File: config.mk
export PLATFORM = sky130hd
export DESIGN_NAME = acc_core
export DESIGN_NICKNAME = d
export VERILOG_FILES = /design/src/logic/acc_pkg.sv /design/src/logic/lane_if.sv /design/src/logic/cfg_fifo.sv /design/src/logic/ccu_ctrl.sv /design/src/logic/pe_lane.sv /design/src/logic/lane_combine.sv /design/src/logic/acc_core.sv
export VERILOG_INCLUDE_DIRS = /design/src /design/src/logic
export SDC_FILE = /design/constraint.sdc
export NUM_CORES = 1
export LEC_CHECK = 0
export BUFFER_PORTS_ARGS = -buffer_cell sky130_fd_sc_hd__buf_4
export CAP_MARGIN = 5
export CORE_ASPECT_RATIO = 0.75
export CORE_MARGIN = 10
export CORE_UTILIZATION = 55
export CTS_BUF_LIST = sky130_fd_sc_hd__clkbuf_8
export DETAILED_ROUTE_END_ITERATION = 10
export GPL_TIMING_DRIVEN = 0
export HOLD_SLACK_MARGIN = 0.1
export PLACE_DENSITY = 0.72
export SLEW_MARGIN = 20
export SYNTH_ARGS = -nofsm -noshare
export SYNTH_HDL_FRONTEND = slang
export SYNTH_SLANG_ARGS = --single-unit
File: constraint.sdc
create_clock -name clk -period 10.6 [get_ports clk]
set_input_delay 0.53 -clock clk [delete_from_list [all_inputs] [get_ports clk]]
set_output_delay 0.53 -clock clk [all_outputs]
set_load 0.01 [all_outputs]
File: src/logic/acc_defs.svh
// ====================================================================
// Shared widths and sizes for the accelerator control slice
// Include wherever a width or the FIFO depth is needed
// Include guard keeps repeated inclusion harmless
// ====================================================================
`ifndef ACC_DEFS_SVH
`define ACC_DEFS_SVH

// Host configuration word
`define ACC_CFG_W 16

// Operand widths, both signed
`define ACC_ACT_W 8
`define ACC_WGT_W 8

// Lane accumulator, covers 64 x 128 x 128 with sign
`define ACC_SUM_W 24

// Saturated result toward the global buffer
`define ACC_RES_W 16

// Beat counter, counts up to 64
`define ACC_LEN_W 7

// Config FIFO address bits, 8 words = four queued jobs
`define ACC_FIFO_AW 3

`endif

File: src/logic/acc_pkg.sv
// ====================================================================
// Common types for the accelerator control slice
// Width typedefs carry meaning at the module ports
// Controller state encoding lives here as well
// ====================================================================
`include "acc_defs.svh"

package acc_pkg;

    // Raw configuration word as pushed by the host
    typedef logic [`ACC_CFG_W-1:0] cfg_word_t;

    // Signed operands of one lane
    typedef logic signed [`ACC_ACT_W-1:0] act_t;
    typedef logic signed [`ACC_WGT_W-1:0] wgt_t;

    // Lane accumulator value
    typedef logic signed [`ACC_SUM_W-1:0] sum_t;

    // Clamped result word
    typedef logic signed [`ACC_RES_W-1:0] res_t;

    // Job length and beat count, 1 to 64
    typedef logic [`ACC_LEN_W-1:0] len_t;

    // Job sequencing states
    typedef enum logic [2:0] {
        IDLE,
        CFG_LEN,
        CFG_WGT,
        CMP,
        DRAIN,
        WAITGBF
    } ccu_state_t;

endpackage

File: src/logic/lane_if.sv
// ====================================================================
// Control bundle from the job controller to one PE lane
// One instance per lane, ctrl side drives and pe side receives
// ====================================================================
`timescale 1ns/1ps

interface lane_if;
    import acc_pkg::*;

    // Zero the accumulator on this edge
    logic clr;

    // Accumulate act * wgt on this edge
    logic en;

    // Operand pair for the lane
    act_t act;
    wgt_t wgt;

    // Controller side
    modport ctrl (
        output clr,
        output en,
        output act,
        output wgt
    );

    // Processing element side
    modport pe (
        input clr,
        input en,
        input act,
        input wgt
    );

endinterface

File: src/logic/cfg_fifo.sv
// ====================================================================
// Synchronous FIFO for host configuration words
// Pop data is the head word, valid whenever empty is low
// Push and pop may happen in the same cycle
// ====================================================================
`timescale 1ns/1ps
`include "acc_defs.svh"

module cfg_fifo #(
    parameter int addr_width = `ACC_FIFO_AW
) (
    input  logic               clk,
    input  logic               rst_n,
    input  logic               push,
    input  acc_pkg::cfg_word_t push_data,
    input  logic               pop,
    output acc_pkg::cfg_word_t pop_data,
    output logic               empty,
    output logic               full
);
    import acc_pkg::*;

    localparam int depth = 1 << addr_width;

    // Word storage
    cfg_word_t mem [depth];

    // Extra MSB tells full from empty
    logic [addr_width:0] wr_ptr;
    logic [addr_width:0] rd_ptr;

    // Qualified transfers
    logic do_push;
    logic do_pop;

    assign do_push = push && !full;
    assign do_pop  = pop && !empty;

    // Same index, wrap bits differ when full
    assign empty = (wr_ptr == rd_ptr);
    assign full  = (wr_ptr[addr_width] != rd_ptr[addr_width]) &&
                   (wr_ptr[addr_width-1:0] == rd_ptr[addr_width-1:0]);

    // Head word shown combinationally
    assign pop_data = mem[rd_ptr[addr_width-1:0]];

    // ================================================================
    // Write port
    // ================================================================
    always_ff @(posedge clk) begin
        if (do_push) begin
            mem[wr_ptr[addr_width-1:0]] <= push_data;
        end
    end

    // ================================================================
    // Pointers
    // ================================================================
    always_ff @(posedge clk or negedge rst_n) begin
        if (!rst_n) begin
            wr_ptr <= '0;
            rd_ptr <= '0;
        end else begin
            if (do_push) begin
                wr_ptr <= wr_ptr + (addr_width + 1)'(1);
            end
            // Head advances after the pop edge
            if (do_pop) begin
                rd_ptr <= rd_ptr + (addr_width + 1)'(1);
            end
        end
    end

endmodule

File: src/logic/ccu_ctrl.sv
// ====================================================================
// Central job controller
// Pops two config words per job, feeds L activation beats to the
// two lanes, fires the combiner and waits for the result handshake
// ====================================================================
`timescale 1ns/1ps
`include "acc_defs.svh"

module ccu_ctrl (
    input  logic                      clk,
    input  logic                      rst_n,
    input  logic                      start,
    input  acc_pkg::cfg_word_t        fifo_data,
    input  logic                      fifo_empty,
    output logic                      fifo_pop,
    input  logic [2*`ACC_ACT_W-1:0]   act_data,
    input  logic                      act_val,
    output logic                      act_rdy,
    lane_if.ctrl                      lane0,
    lane_if.ctrl                      lane1,
    output logic                      fire,
    input  logic                      res_taken,
    output logic                      busy,
    output logic                      done
);
    import acc_pkg::*;

    ccu_state_t state;
    ccu_state_t state_nxt;

    // Job length and accepted beats
    len_t job_len;
    len_t beat_cnt;

    // Lane weights from word 1
    wgt_t w0_q;
    wgt_t w1_q;

    logic load_len;
    logic load_wgt;
    logic beat_acc;
    logic last_beat;

    // ================================================================
    // Handshake decode
    // ================================================================
    // One word per config state, only when present
    assign load_len = (state == CFG_LEN) && !fifo_empty;
    assign load_wgt = (state == CFG_WGT) && !fifo_empty;
    assign fifo_pop = load_len || load_wgt;

    // Activations only accepted while computing
    assign act_rdy   = (state == CMP);
    assign beat_acc  = act_rdy && act_val;
    assign last_beat = beat_acc && ((beat_cnt + len_t'(1)) == job_len);

    assign fire = (state == DRAIN);
    assign busy = (state != IDLE);

    // ================================================================
    // FSM
    // ================================================================
    always_comb begin
        state_nxt = state;
        unique case (state)
            IDLE:    if (start)     state_nxt = CFG_LEN;
            CFG_LEN: if (load_len)  state_nxt = CFG_WGT;
            CFG_WGT: if (load_wgt)  state_nxt = CMP;
            CMP:     if (last_beat) state_nxt = DRAIN;
            // Single cycle for the combiner to sample
            DRAIN:                  state_nxt = WAITGBF;
            WAITGBF: if (res_taken) state_nxt = IDLE;
            default:                state_nxt = IDLE;
        endcase
    end

    always_ff @(posedge clk or negedge rst_n) begin
        if (!rst_n) begin
            state    <= IDLE;
            job_len  <= '0;
            beat_cnt <= '0;
            done     <= 1'b0;
        end else begin
            state <= state_nxt;
            // Low 6 bits plus one
            if (load_len) begin
                job_len <= {1'b0, fifo_data[`ACC_LEN_W-2:0]} + len_t'(1);
            end
            // Fresh count for each job
            if (load_wgt) begin
                beat_cnt <= '0;
            end else if (beat_acc) begin
                beat_cnt <= beat_cnt + len_t'(1);
            end
            // Pulse together with the return to IDLE
            done <= (state == WAITGBF) && res_taken;
        end
    end

    // Weights held for the whole job
    always_ff @(posedge clk) begin
        if (load_wgt) begin
            w0_q <= fifo_data[`ACC_CFG_W-1 -: `ACC_WGT_W];
            w1_q <= fifo_data[`ACC_WGT_W-1:0];
        end
    end

    // ================================================================
    // Lane drive
    // ================================================================
    // Clear lands on the same edge the weights load
    assign lane0.clr = load_wgt;
    assign lane1.clr = load_wgt;
    assign lane0.en  = beat_acc;
    assign lane1.en  = beat_acc;

    // a0 high byte, a1 low byte
    assign lane0.act = act_data[2*`ACC_ACT_W-1 -: `ACC_ACT_W];
    assign lane1.act = act_data[`ACC_ACT_W-1:0];
    assign lane0.wgt = w0_q;
    assign lane1.wgt = w1_q;

endmodule

File: src/logic/pe_lane.sv
// ====================================================================
// Processing element for one activation lane
// Signed 8x8 multiply into a 24-bit accumulator
// Sum is valid one cycle after each accepted beat
// ====================================================================
`timescale 1ns/1ps
`include "acc_defs.svh"

module pe_lane (
    input  logic          clk,
    input  logic          rst_n,
    lane_if.pe            lane,
    output acc_pkg::sum_t sum
);
    import acc_pkg::*;

    // Full precision product
    logic signed [`ACC_ACT_W+`ACC_WGT_W-1:0] prod;

    // Running sum
    sum_t acc;

    // Both operands signed, so a signed multiply
    assign prod = lane.act * lane.wgt;

    // ================================================================
    // Accumulator
    // ================================================================
    always_ff @(posedge clk or negedge rst_n) begin
        if (!rst_n) begin
            acc <= '0;
        end else if (lane.clr) begin
            // New job starts from zero
            acc <= '0;
        end else if (lane.en) begin
            // Product sign extended to 24 bits
            acc <= acc + sum_t'(prod);
        end
    end

    assign sum = acc;

endmodule

File: src/logic/lane_combine.sv
// ====================================================================
// Result combiner for the two lanes
// Adds both lane sums, clamps to signed 16 bits and holds the word
// with res_val until the global buffer takes it
// ====================================================================
`timescale 1ns/1ps
`include "acc_defs.svh"

module lane_combine (
    input  logic          clk,
    input  logic          rst_n,
    input  logic          fire,
    input  acc_pkg::sum_t sum0,
    input  acc_pkg::sum_t sum1,
    input  logic          res_rdy,
    output acc_pkg::res_t res_data,
    output logic          res_val
);
    import acc_pkg::*;

    // One guard bit over the lane sum
    localparam int tot_w = `ACC_SUM_W + 1;

    // Result range limits
    localparam logic signed [tot_w-1:0] res_max = 2 ** (`ACC_RES_W - 1) - 1;
    localparam logic signed [tot_w-1:0] res_min = -(2 ** (`ACC_RES_W - 1));

    logic signed [tot_w-1:0] total;
    res_t                    clamped;

    // Sign extend both sums before the add
    assign total = $signed({sum0[`ACC_SUM_W-1], sum0}) +
                   $signed({sum1[`ACC_SUM_W-1], sum1});

    // ================================================================
    // Saturation
    // ================================================================
    always_comb begin
        if (total > res_max) begin
            clamped = res_t'(res_max);
        end else if (total < res_min) begin
            clamped = res_t'(res_min);
        end else begin
            clamped = res_t'(total);
        end
    end

    // Held until the handshake edge
    always_ff @(posedge clk) begin
        if (fire) begin
            res_data <= clamped;
        end
    end

    // Valid rises after fire, drops on the accepting edge
    always_ff @(posedge clk or negedge rst_n) begin
        if (!rst_n) begin
            res_val <= 1'b0;
        end else if (fire) begin
            res_val <= 1'b1;
        end else if (res_rdy) begin
            res_val <= 1'b0;
        end
    end

endmodule

File: src/logic/acc_core.sv
// ====================================================================
// Top level of the accelerator control slice
// Host config words go through the FIFO to the controller
// Activations feed two PE lanes whose sums the combiner
// clamps and offers to the global buffer
// ====================================================================
`timescale 1ns/1ps
`include "acc_defs.svh"

module acc_core (
    input  logic                    clk,
    input  logic                    rst_n,
    input  logic                    start,
    input  acc_pkg::cfg_word_t      cfg_data,
    input  logic                    cfg_val,
    output logic                    cfg_rdy,
    input  logic [2*`ACC_ACT_W-1:0] act_data,
    input  logic                    act_val,
    output logic                    act_rdy,
    output acc_pkg::res_t           res_data,
    output logic                    res_val,
    input  logic                    res_rdy,
    output logic                    busy,
    output logic                    done
);
    import acc_pkg::*;

    // FIFO side
    cfg_word_t fifo_data;
    logic      fifo_push;
    logic      fifo_pop;
    logic      fifo_empty;
    logic      fifo_full;

    // Lane sums and result control
    sum_t sum0;
    sum_t sum1;
    logic fire;
    logic res_taken;

    // Controller to lane bundles
    lane_if lane0_if ();
    lane_if lane1_if ();

    // Ready while a slot is free
    assign cfg_rdy   = !fifo_full;
    assign fifo_push = cfg_val && cfg_rdy;

    // Result handshake seen by the controller
    assign res_taken = res_val && res_rdy;

    // ================================================================
    // Instances
    // ================================================================
    cfg_fifo #(
        .addr_width (`ACC_FIFO_AW)
    ) u_cfg_fifo (
        .clk       (clk),
        .rst_n     (rst_n),
        .push      (fifo_push),
        .push_data (cfg_data),
        .pop       (fifo_pop),
        .pop_data  (fifo_data),
        .empty     (fifo_empty),
        .full      (fifo_full)
    );

    ccu_ctrl u_ccu_ctrl (
        .clk        (clk),
        .rst_n      (rst_n),
        .start      (start),
        .fifo_data  (fifo_data),
        .fifo_empty (fifo_empty),
        .fifo_pop   (fifo_pop),
        .act_data   (act_data),
        .act_val    (act_val),
        .act_rdy    (act_rdy),
        .lane0      (lane0_if.ctrl),
        .lane1      (lane1_if.ctrl),
        .fire       (fire),
        .res_taken  (res_taken),
        .busy       (busy),
        .done       (done)
    );

    // a0 * w0 lane
    pe_lane lane0 (
        .clk   (clk),
        .rst_n (rst_n),
        .lane  (lane0_if.pe),
        .sum   (sum0)
    );

    // a1 * w1 lane
    pe_lane lane1 (
        .clk   (clk),
        .rst_n (rst_n),
        .lane  (lane1_if.pe),
        .sum   (sum1)
    );

    lane_combine u_lane_combine (
        .clk      (clk),
        .rst_n    (rst_n),
        .fire     (fire),
        .sum0     (sum0),
        .sum1     (sum1),
        .res_rdy  (res_rdy),
        .res_data (res_data),
        .res_val  (res_val)
    );

endmodule

==> Yosys cells after proc, flatten, opt, wreduce, memory -nomap -nowiden <==
Memories as Yosys holds them, arrays and structs flattened.
Index checks and enable logic that the tools add are counted.
{ "totals": {"ff_bits": 107, "mem_bits_rw": 128, "in_bits": 38, "output_inout_bits": 21, "wordCells": 73, "n_memories": 1} }
{ "op_classes": {"addsub": 7, "n_mul": 2, "n_lt_le_gt_ge": 2, "eq_ne": 14, "mux": 17, "reduce_logical": 18} }
{ "memory_table": {"columns": ["name", "words", "width", "read_ports", "rd_clocked_by_memory_dff", "write_ports", "line_no", "text"], "rows": [
  ["u_cfg_fifo.mem", 8, 16, 1, 0, 1, "cfg_fifo.sv:26", "cfg_word_t mem [depth];"]
]} }
{ "op_table": {"columns": ["operator", "n"], "rows": [
  ["2-to-1 mux 24 bit", 4],
  ["adder 24 x 16 -> 24 bit", 2],
  ["multiplier 8 x 8 -> 16 bit", 2],
  ["adder 24 x 24 -> 25 bit", 1],
  ["> comparator 25 x 16 -> 1 bit, second input constant", 1],
  ["< comparator 25 x 16 -> 1 bit, second input constant", 1],
  ["case mux 3 bit (6 select lines)", 1],
  ["2-to-1 mux 16 bit", 1],
  ["2-to-1 mux 3 bit", 5],
  ["2-to-1 mux 7 bit", 2],
  ["logical AND 1 bit", 10],
  ["adder 4 x 1 -> 4 bit, second input constant", 2],
  ["adder 6 x 1 -> 7 bit, second input constant", 1],
  ["adder 7 x 1 -> 7 bit, second input constant", 1],
  ["== test 7 bit", 1],
  ["== test 3 x 2 -> 1 bit, second input constant", 2],
  ["== test 3 bit, second input constant", 2],
  ["!= test 2 x 1 -> 1 bit, second input constant", 3],
  ["AND reduction 5 bit", 1],
  ["== test 4 bit", 1],
  ["2-to-1 mux 1 bit", 4],
  ["!= test 2 bit, second input constant", 2],
  ["nonzero test 2 bit", 2],
  ["== test 3 x 1 -> 1 bit, second input constant", 1],
  ["6 further kinds", 7]
]} }

==> Logic depth before layout (Yosys ltp) <==
Gate-level depths: netlist of the first run.
{ "logic_depth": {"word_depth": 7, "depth_mapped": 22, "depth_no_buf": 21} }

==> Hierarchy <==
Synthesis of the first run repeated with hierarchy kept, for this count alone.
{ "hier_totals": {"cells_unflattened": 1689, "area_unflattened_um2": 19777.7} }
{ "modules_own_cells": {"columns": ["mod", "n_inst", "cells_per_inst", "area_each_um2", "seq_area_each_um2"], "rows": [
  ["cfg_fifo", 1, 244, 5496.5, 4043.9],
  ["pe_lane at lane0", 1, 540, 5233.8, 600.6],
  ["pe_lane at lane1", 1, 500, 5062.4, 600.6],
  ["lane_combine", 1, 250, 2267.2, 505.5],
  ["ccu_ctrl", 1, 152, 1701.6, 930.9],
  ["acc_core", 1, 3, 16.3, 0.0]
]} }

==> Least setup slack after synthesis of the first run <==
Ideal clock, no wire load.
{ "synth_path": {"path_kind": "in2reg", "from": "input port act_data[7]", "to": "register lane1.acc[22] (netlist: lane1.sum[22])", "setup_ps": 122, "t_arrival_ps": 6001, "t_required_ps": 10478, "slack_ps": 4477, "stages": 17, "n_path_buf": 0, "cell_sequence": "and2_1 -> inv_1 -> fa_1 -> inv_1 -> fa_1 -> fa_1 -> fa_1 -> fa_1 -> ha_1 -> o21ai_0 -> a21boi_0 -> o211ai_1 -> a211oi_1 -> o311ai_1 -> a2111oi_0 -> o21ai_0 -> a32o_1"} }
{ "synth_between": {"elab_chain_cells": 4} }
{ "synth_rtl": {"columns": ["item", "line_no", "text"], "rows": [
  ["from (decl)", "acc_core.sv:17", "input logic [2*`ACC_ACT_W-1:0] act_data,"],
  ["multiplier 8 x 8 -> 16 bit", "pe_lane.sv:24", "assign prod = lane.act * lane.wgt;"],
  ["adder 24 x 16 -> 24 bit", "pe_lane.sv:37", "acc <= acc + sum_t'(prod);"],
  ["2-to-1 mux 24 bit", "pe_lane.sv:35", "end else if (lane.en) begin"],
  ["2-to-1 mux 24 bit", "pe_lane.sv:32", "end else if (lane.clr) begin"],
  ["to (signal assigned)", "pe_lane.sv:37", null],
  ["to (decl)", "pe_lane.sv:21", "sum_t acc;"]
]} }
No other way between the ends. The select of a mux whose other input is x is not followed.
A chain may end at the register's enable or synchronous reset.

==> Worst setup path in the final report of the first run <==
{ "layout_path": {"from": "register u_ccu_ctrl.w1_q[1] (netlist: u_ccu_ctrl.lane1.wgt[1])", "to": "register lane1.acc[22] (netlist: lane1.sum[22])"} }
{ "layout_between": {"elab_chain_cells": 4} }
{ "layout_rtl": {"columns": ["item", "line_no", "text"], "rows": [
  ["from (decl)", "ccu_ctrl.sv:37", "wgt_t w1_q;"],
  ["from (signal assigned)", "ccu_ctrl.sv:104", "w1_q <= fifo_data[`ACC_WGT_W-1:0];"],
  ["multiplier 8 x 8 -> 16 bit", "pe_lane.sv:24", null],
  ["adder 24 x 16 -> 24 bit", "pe_lane.sv:37", null],
  ["2-to-1 mux 24 bit", "pe_lane.sv:35", null],
  ["2-to-1 mux 24 bit", "pe_lane.sv:32", null]
]} }
No other way between the ends. The select of a mux whose other input is x is not followed.

==> results.txt, run 1 <==
Setup TNS Final: 0 ps
Commonest cells after routing, fill and taps aside: inv_1, fa_1, edfxtp_1
Core area: 33500 sq um
Vias per cell: 5.66
Slew Viols, Final: 0
Area delta synth->final: 10.3%
Compound-Gate Fraction of Synth Area: 8.78%
CTS tree: built
Remaining DRCs: 0
GR Util All Layers: 21.2%
Fill cell count: 2654
Share of post-route cells with drive strength above 1: 12.2%
Final Hold Fails: 0
IO buf count: 58
Largest net degree at the start of global routing: 76
Final ANT Viol Nets: 0
Post-synthesis adder-cell area fraction: 31.7%
Routed WL: 42400 um
Kind of end point of the critical path: register
Post-synth ARST share: 31.9%
Crit path time final: 6810 ps
Die width: 232 um
Clk sink count: 235
Synth Register Bits: 235
Root Buffer: clkbuf_8
Count of cell types in the netlist: 68
Max Buffers Root-to-Sink: 3
Yosys warnings: 0
Final hold slack: 172 ps
# IOs: 59
Most common cell after layout, fill and taps aside: inv_1
Vias in the first global route: 12800
Post-DP HPWL: 33100 um
Mux contribution to synthesized area: 5.13%
XOR/XNOR Fraction of Synth Area: 3.82%
DRT Pass-1 Iters: 5
Post-Syn Area: 18600 sq um
Fmax: 0.147 GHz
Max-cap violations: 0
Mapped Cells: 1568
H-tree depth: 2
Mean post-synth cell area: 11.9 sq um
Fin util: 61.3%
Largest family of logic cells by synthesized area: adder cells
Sequential-to-total area share from yosys stat: 35.9%
Placement-stage cell area: 19700 sq um
Status: finished clean
Final setup skew: 54.2 ps
Worst skew pair latency: 590 ps
CP Launch Type: register
GRT overflow: 0
Initial antenna violation count: 0
Post-synth EDFFs: 160
Critical path class: reg2reg
Arr. time, crit path: 7250 ps
Layout Nets: 2062
Tightest Pin Transition: 998 ps
Tcrit/Tclk final: 64.3%
DR vias: 12200
Die footprint: 41600 sq um
RSZ-0062 raised after global routing: false
Placer Congestion: 0.890
Global-route wire length before repair: 69900 um
Critical Path RT: 11030 ps
Antenna diodes: 0
Finish-stage setup viols: 0
Design Area, Final: 20500 sq um
DIE HEIGHT: 179 um
Slew HR: 33.5%
Cell Rows: 58
WL/cell: 19.6 um
Top_reg_cell synth: edfxtp_1
Hold Path Class: in2reg
Register clock-pin slew on the reported worst setup and hold paths: 60 ps
Post-synthesis net count: 1951
Effective utilization at floorplan: 55.6%
DRT iter0 DRCs: 907
Synth Area in Simple Gates: 9.39%
CTS buffer count: 39
Worst Path Max Fanout: 16
## worst paths after layout
| check | startpoint | end | slack [ps] | depth (start not counted) |
|---|---|---|---|---|
| max reg2reg | u_ccu_ctrl.lane1.wgt[1]$_DFFE_PP_ | lane1.sum[22]$_DFFE_PN0P_ | 3790 | 15 |
| max in group asynchronous | rst_n | lane1.sum[21]$_DFFE_PN0P_ | 9590 | 3 |
| max | u_ccu_ctrl.lane1.wgt[1]$_DFFE_PP_ | lane1.sum[22]$_DFFE_PN0P_ | 3790 | 15 |
| min | cfg_data[14] | u_cfg_fifo.mem[0][14]$_DFFE_PP_ | 170 | 1 |
| min in group asynchronous | rst_n | u_ccu_ctrl.job_len[4]$_DFFE_PN0P_ | 370 | 2 |
| min reg2reg | u_cfg_fifo.rd_ptr[3]$_DFFE_PN0P_ | u_cfg_fifo.rd_ptr[3]$_DFFE_PN0P_ | 500 | 1 |
## registers in the layout, indices dropped and copies added, names as in the netlist
signal / count
u_ccu_ctrl.state: 3
u_ccu_ctrl.done: 1
u_lane_combine.res_val: 1
u_lane_combine.res_data: 16
u_cfg_fifo.wr_ptr: 4
u_ccu_ctrl.lane1.wgt: 8
u_ccu_ctrl.job_len: 7
u_cfg_fifo.rd_ptr: 4
lane1.sum: 24
lane0.sum: 24
u_ccu_ctrl.lane0.wgt: 8
u_cfg_fifo.mem: 128
u_ccu_ctrl.beat_cnt: 7
## cells in the mapped netlist (5+ instances only)
library cell	number	area [sq um]
o21ai_1	7	35.0
nor2b_1	8	50.1
a211oi_1	8	60.1
xnor2_1	45	394
dfrtp_1	75	1880
and2_1	74	463
nor2_1	59	221
clkbuf_1	27	101
or3_1	8	50.1
a21o_1	14	105
a32o_1	7	70.1
fa_1	209	4180
a31oi_1	5	31.3
nand2_1	110	413
o21bai_1	8	60.1
and3_1	5	31.3
edfxtp_1	160	4800
a21oi_1	43	215
nand2b_1	14	87.6
o211ai_1	7	52.6
mux4_2	32	721
ha_1	136	1700
nand3_1	39	195
inv_1	216	811
mux2_2	18	203
o21ai_2	8	70.1
or2_2	5	31.3
o21a_1	12	90.1
o31ai_1	21	158
xor2_1	36	315
o21ai_0	72	360
nor3_1	19	95.1
## kinds of logic (layout without fill, tap and decap cells)
family	Yosys count	count (layout)
adder cells (fa/ha/maj)	345	345
flip-flops	235	235
buffers and inverters	255	397
AO/OA/AOI/OAI	244	244
XOR/XNOR	81	81
AND/OR/NAND/NOR	355	355
multiplexers	53	53
## area by class of cell
class | count | area (sq um) | share of cell area [%]
buffer | 36 | 156 | 0.763
clock buffer | 39 | 537 | 2.62
clock inverter | 33 | 184 | 0.897
inverter | 219 | 822 | 4.01
multi-input combinational | 1078 | 11000 | 53.5
sequential | 235 | 6680 | 32.6
tap | 450 | 563 | 2.75
timing repair buffer | 70 | 593 | 2.89
## stage by stage
step / setup WS [ps] / std cells
after floorplan: 4480 / 1568
after global placement: 3560 / 2076
after detailed placement: 3920 / 2086
after CTS: 3890 / 2158
after global routing: 3400 / 2160
final: 3790 / 2160
## worst max-delay path, cell delays in order (launching register included)
cell and delay (ps):
edfxtp_1 320, clkbuf_1 330, and2_1 850, fa_1 610, fa_1 560, fa_1 450
fa_1 510, ha_1 310, ha_1 340, a21boi_0 340, o211ai_1 210, a211oi_1 460
o311ai_1 250, a2111oi_0 680, o21ai_0 180, a32o_1 290
## per-layer routing
layer,global-route usage [%],vias to the layer above,wire (um)
li1,-,5621,-
met1,30.9,6192,19900
met2,32.9,354,19200
met3,3.67,49,2680
met4,4.27,0,622
met5,0,-,0
## timing repair
action,4_1_cts,5_1_grt
hold buffers,0,1
endpoints found under the hold margin,0,19
buffers inserted,0,0
gates resized for setup,0,0
Power of run 1 is not shown: default switching activity piles up to over one toggle a cycle in this logic, so the estimate is an artifact.
==> run 2, diff against run 1 <==
==> constraint.sdc (replaced) <==
create_clock -name clk -period 6.9 [get_ports clk]
set_input_delay 0.345 -clock clk [delete_from_list [all_inputs] [get_ports clk]]
set_output_delay 0.345 -clock clk [all_outputs]
set_load 0.01 [all_outputs]
==> run 2 against run 1 <==
Register-to-register slack worse by 3200 ps; global-route usage rose by 0.13 points; clock skew shrank 5.0 ps; fmax up 7.5%; via count increased by 0.48%; routed wire length grew 0.20%; sequential share of layout area decreased by 0.24 points; die area unchanged; first-iteration DRC count is 7.3% higher; count of clock-buffer cells in the layout unchanged; cell count grew 0.74%; critical path depth rose by 2.
==> results.txt, run 2 (synthesis results as in run 1) <==
Status: finished clean
Max-cap violations: 0 (unchanged)
Hold path endpoint: u_ccu_ctrl.state[0]$_DFFE_PN0P_
Critical path class: reg2reg
Layout Nets: 2078 (+0.78%)
Fmax: 0.158 GHz (+7.5%)
Antenna diodes: 0 (unchanged)
CP dominant cell by count: fa_1
Arr. time, crit path: 6780 ps (-470 ps)
Worst Path Max Fanout: 8 (-8)
Post-DP HPWL: 33100 um (unchanged)
R2r worst-path depth: 17 (+2)
Area delta synth->final: 11.1%
Cell Rows: 58 (unchanged)
Crit path time final: 6340 ps (-472 ps)
WL/cell: 19.5 um (-0.54%)
IO buf count: 58 (unchanged)
Largest net degree at the start of global routing: 76 (unchanged)
DR vias: 12300 (+0.48%)
CTS buffer count: 39 (unchanged)
RSZ-0062 raised after global routing: false
Die width: 232 um (unchanged)
Max Buffers Root-to-Sink: 3 (unchanged)
Slew Viols, Final: 0 (unchanged)
WHS Path Cells: 5 (+4)
Reg-to-reg setup timing slack: 560 ps (-3230 ps)
Vias per cell: 5.64 (-0.26%)
Most common cell after layout, fill and taps aside: inv_1
CP Launch Type: register
Critical Path RT: 7340 ps (-3690 ps)
Initial antenna violation count: 0 (unchanged)
Die footprint: 41600 sq um (unchanged)
Kind of end point of the critical path: register
Remaining DRCs: 0 (unchanged)
Worst R2R End: lane1.sum[22]$_DFFE_PN0P_
Clk sink count: 235 (unchanged)
Share of post-route cells with drive strength above 1: 12.2% (about the same)
Fill cell count: 2632 (-0.83%)
GR Util All Layers: 21.4% (+0.13 points)
GRT overflow: 0 (unchanged)
Placer Congestion: 0.890 (unchanged)
H-tree depth: 2 (unchanged)
Routed WL: 42500 um (+0.20%)
Worst skew pair latency: 590 ps (about the same)
DRT Pass-1 Iters: 7 (+2)
CP cell instances: and2_2 > inv_1 > fa_1 > inv_1 > fa_1 > fa_1 > fa_1 > fa_1 > ha_1 > o21ai_0 > a21boi_0 > o211ai_1 > a211oi_1 > o311ai_1 > a2111oi_1 > o21ai_0 > a32o_1
Tcrit/Tclk final: 91.9% (+28 points)
Setup TNS Final: 0 ps (unchanged)
Post-route insts no fill: 2176 (+0.74%)
Final Hold Fails: 0 (unchanged)
Placed instance count: 2086 (unchanged)
Finish-stage setup viols: 0 (unchanged)
Min-delay src: start
Final ANT Viol Nets: 0 (unchanged)
# IOs: 59 (unchanged)
CP Launch Point: u_ccu_ctrl.lane1.wgt[0]$_DFFE_PP_
Tightest Pin Transition: 957 ps (-40.9 ps)
DIE HEIGHT: 179 um (unchanged)
Root Buffer: clkbuf_8
Global-route wire length before repair: 70400 um (+0.76%)
Slew HR: 36.2% (+2.7 points)
Fin util: 61.7% (+0.45 points)
DRT iter0 DRCs: 973 (+7.3%)
Slowest CP cell: a2111oi_1
Effective utilization at floorplan: 55.6% (unchanged)
R2r startpoint: u_ccu_ctrl.lane1.wgt[0]$_DFFE_PP_
CTS tree: built
Commonest cells after routing, fill and taps aside: inv_1, fa_1, edfxtp_1
CP max stage delay: 540 ps (-310 ps)
Max reg flops: 128 (unchanged)
Final setup skew: 49.2 ps (-5.01 ps)
Vias in the first global route: 12900 (+0.76%)
Register clock-pin slew on the reported worst setup and hold paths: 60 ps (about the same)
Core area: 33500 sq um (unchanged)
Hold Path Class: in2reg
## run 2: cell count changes in the layout (fill, tap and decap cells not counted)
| cell | change |
|---|---|
| dlygate4sd3_1 | +17 |
| buf_4 | -1 |
| buf_6 | +1 |
| and2_2 | +3 |
| a2111oi_0 | -1 |
| and2_1 | -3 |
| buf_16 | -1 |
| a2111oi_1 | +1 |
## run 2: layout make-up
cell class / count / area [sq um] / share of cell area [%]
Buffer: 36 / 156 / 0.757
Tap cell: 450 / 563 / 2.73
Inverter: 219 / 822 / 3.98
Timing Repair Buffer: 86 / 739 / 3.58
Sequential cell: 235 / 6680 / 32.4
Clock buffer: 39 / 537 / 2.60
Clock inverter: 33 / 184 / 0.891
Multi-Input combinational cell: 1078 / 11000 / 53.1
## run 2: worst max-delay path, delay by kind of cell, from the launching register on
kind            cells  cell delay (ps)
buf+inv             2              140
compound gates      8             2360
flops               1              500
simple gates        1              360
fa+ha+maj           6             2830
## run 2: per-stage QoR
stage,hold WS [ps],area (sq um),setup slack [ps]
finish,249,20700,561
global route,278,20700,12.7
CTS,198,20600,192
detailed placement,488,19700,222
global placement,473,19600,-22.0
floorplan,49.4,18600,851
## run 2: what timing repair did
item	4_1_cts	5_1_grt
hold buffers	18	0
endpoints found under the setup margin	0	4
buffers inserted	0	0
endpoints found under the hold margin	205	0
gates resized for setup	0	4
## run 2: worst max-delay path by stage
stage / cells past startpoint / slack (ps) / to
after floorplan: 17 / 850 / lane1.sum[22]$_DFFE_PN0P_
after global placement: 17 / -20 / lane1.sum[22]$_DFFE_PN0P_
after detailed placement: 15 / 220 / lane1.sum[22]$_DFFE_PN0P_
after CTS: 15 / 190 / lane1.sum[22]$_DFFE_PN0P_
after global routing: 22 / 10 / lane1.sum[22]$_DFFE_PN0P_
final: 17 / 560 / lane1.sum[22]$_DFFE_PN0P_
## run 2: routing by layer
layer / share of wire [%] / vias to the layer above / track usage [%] / wire, um
met3: 5.9 / 47 / 3.61 / 2500
met1: 47 / 6236 / 31.1 / 20100
li1: - / 5644 / - / -
met4: 1.4 / 0 / 4.29 / 597
met2: 45 / 348 / 33.2 / 19300
met5: 0 / - / 0 / 0
Power of run 2 is left out for the same reason.
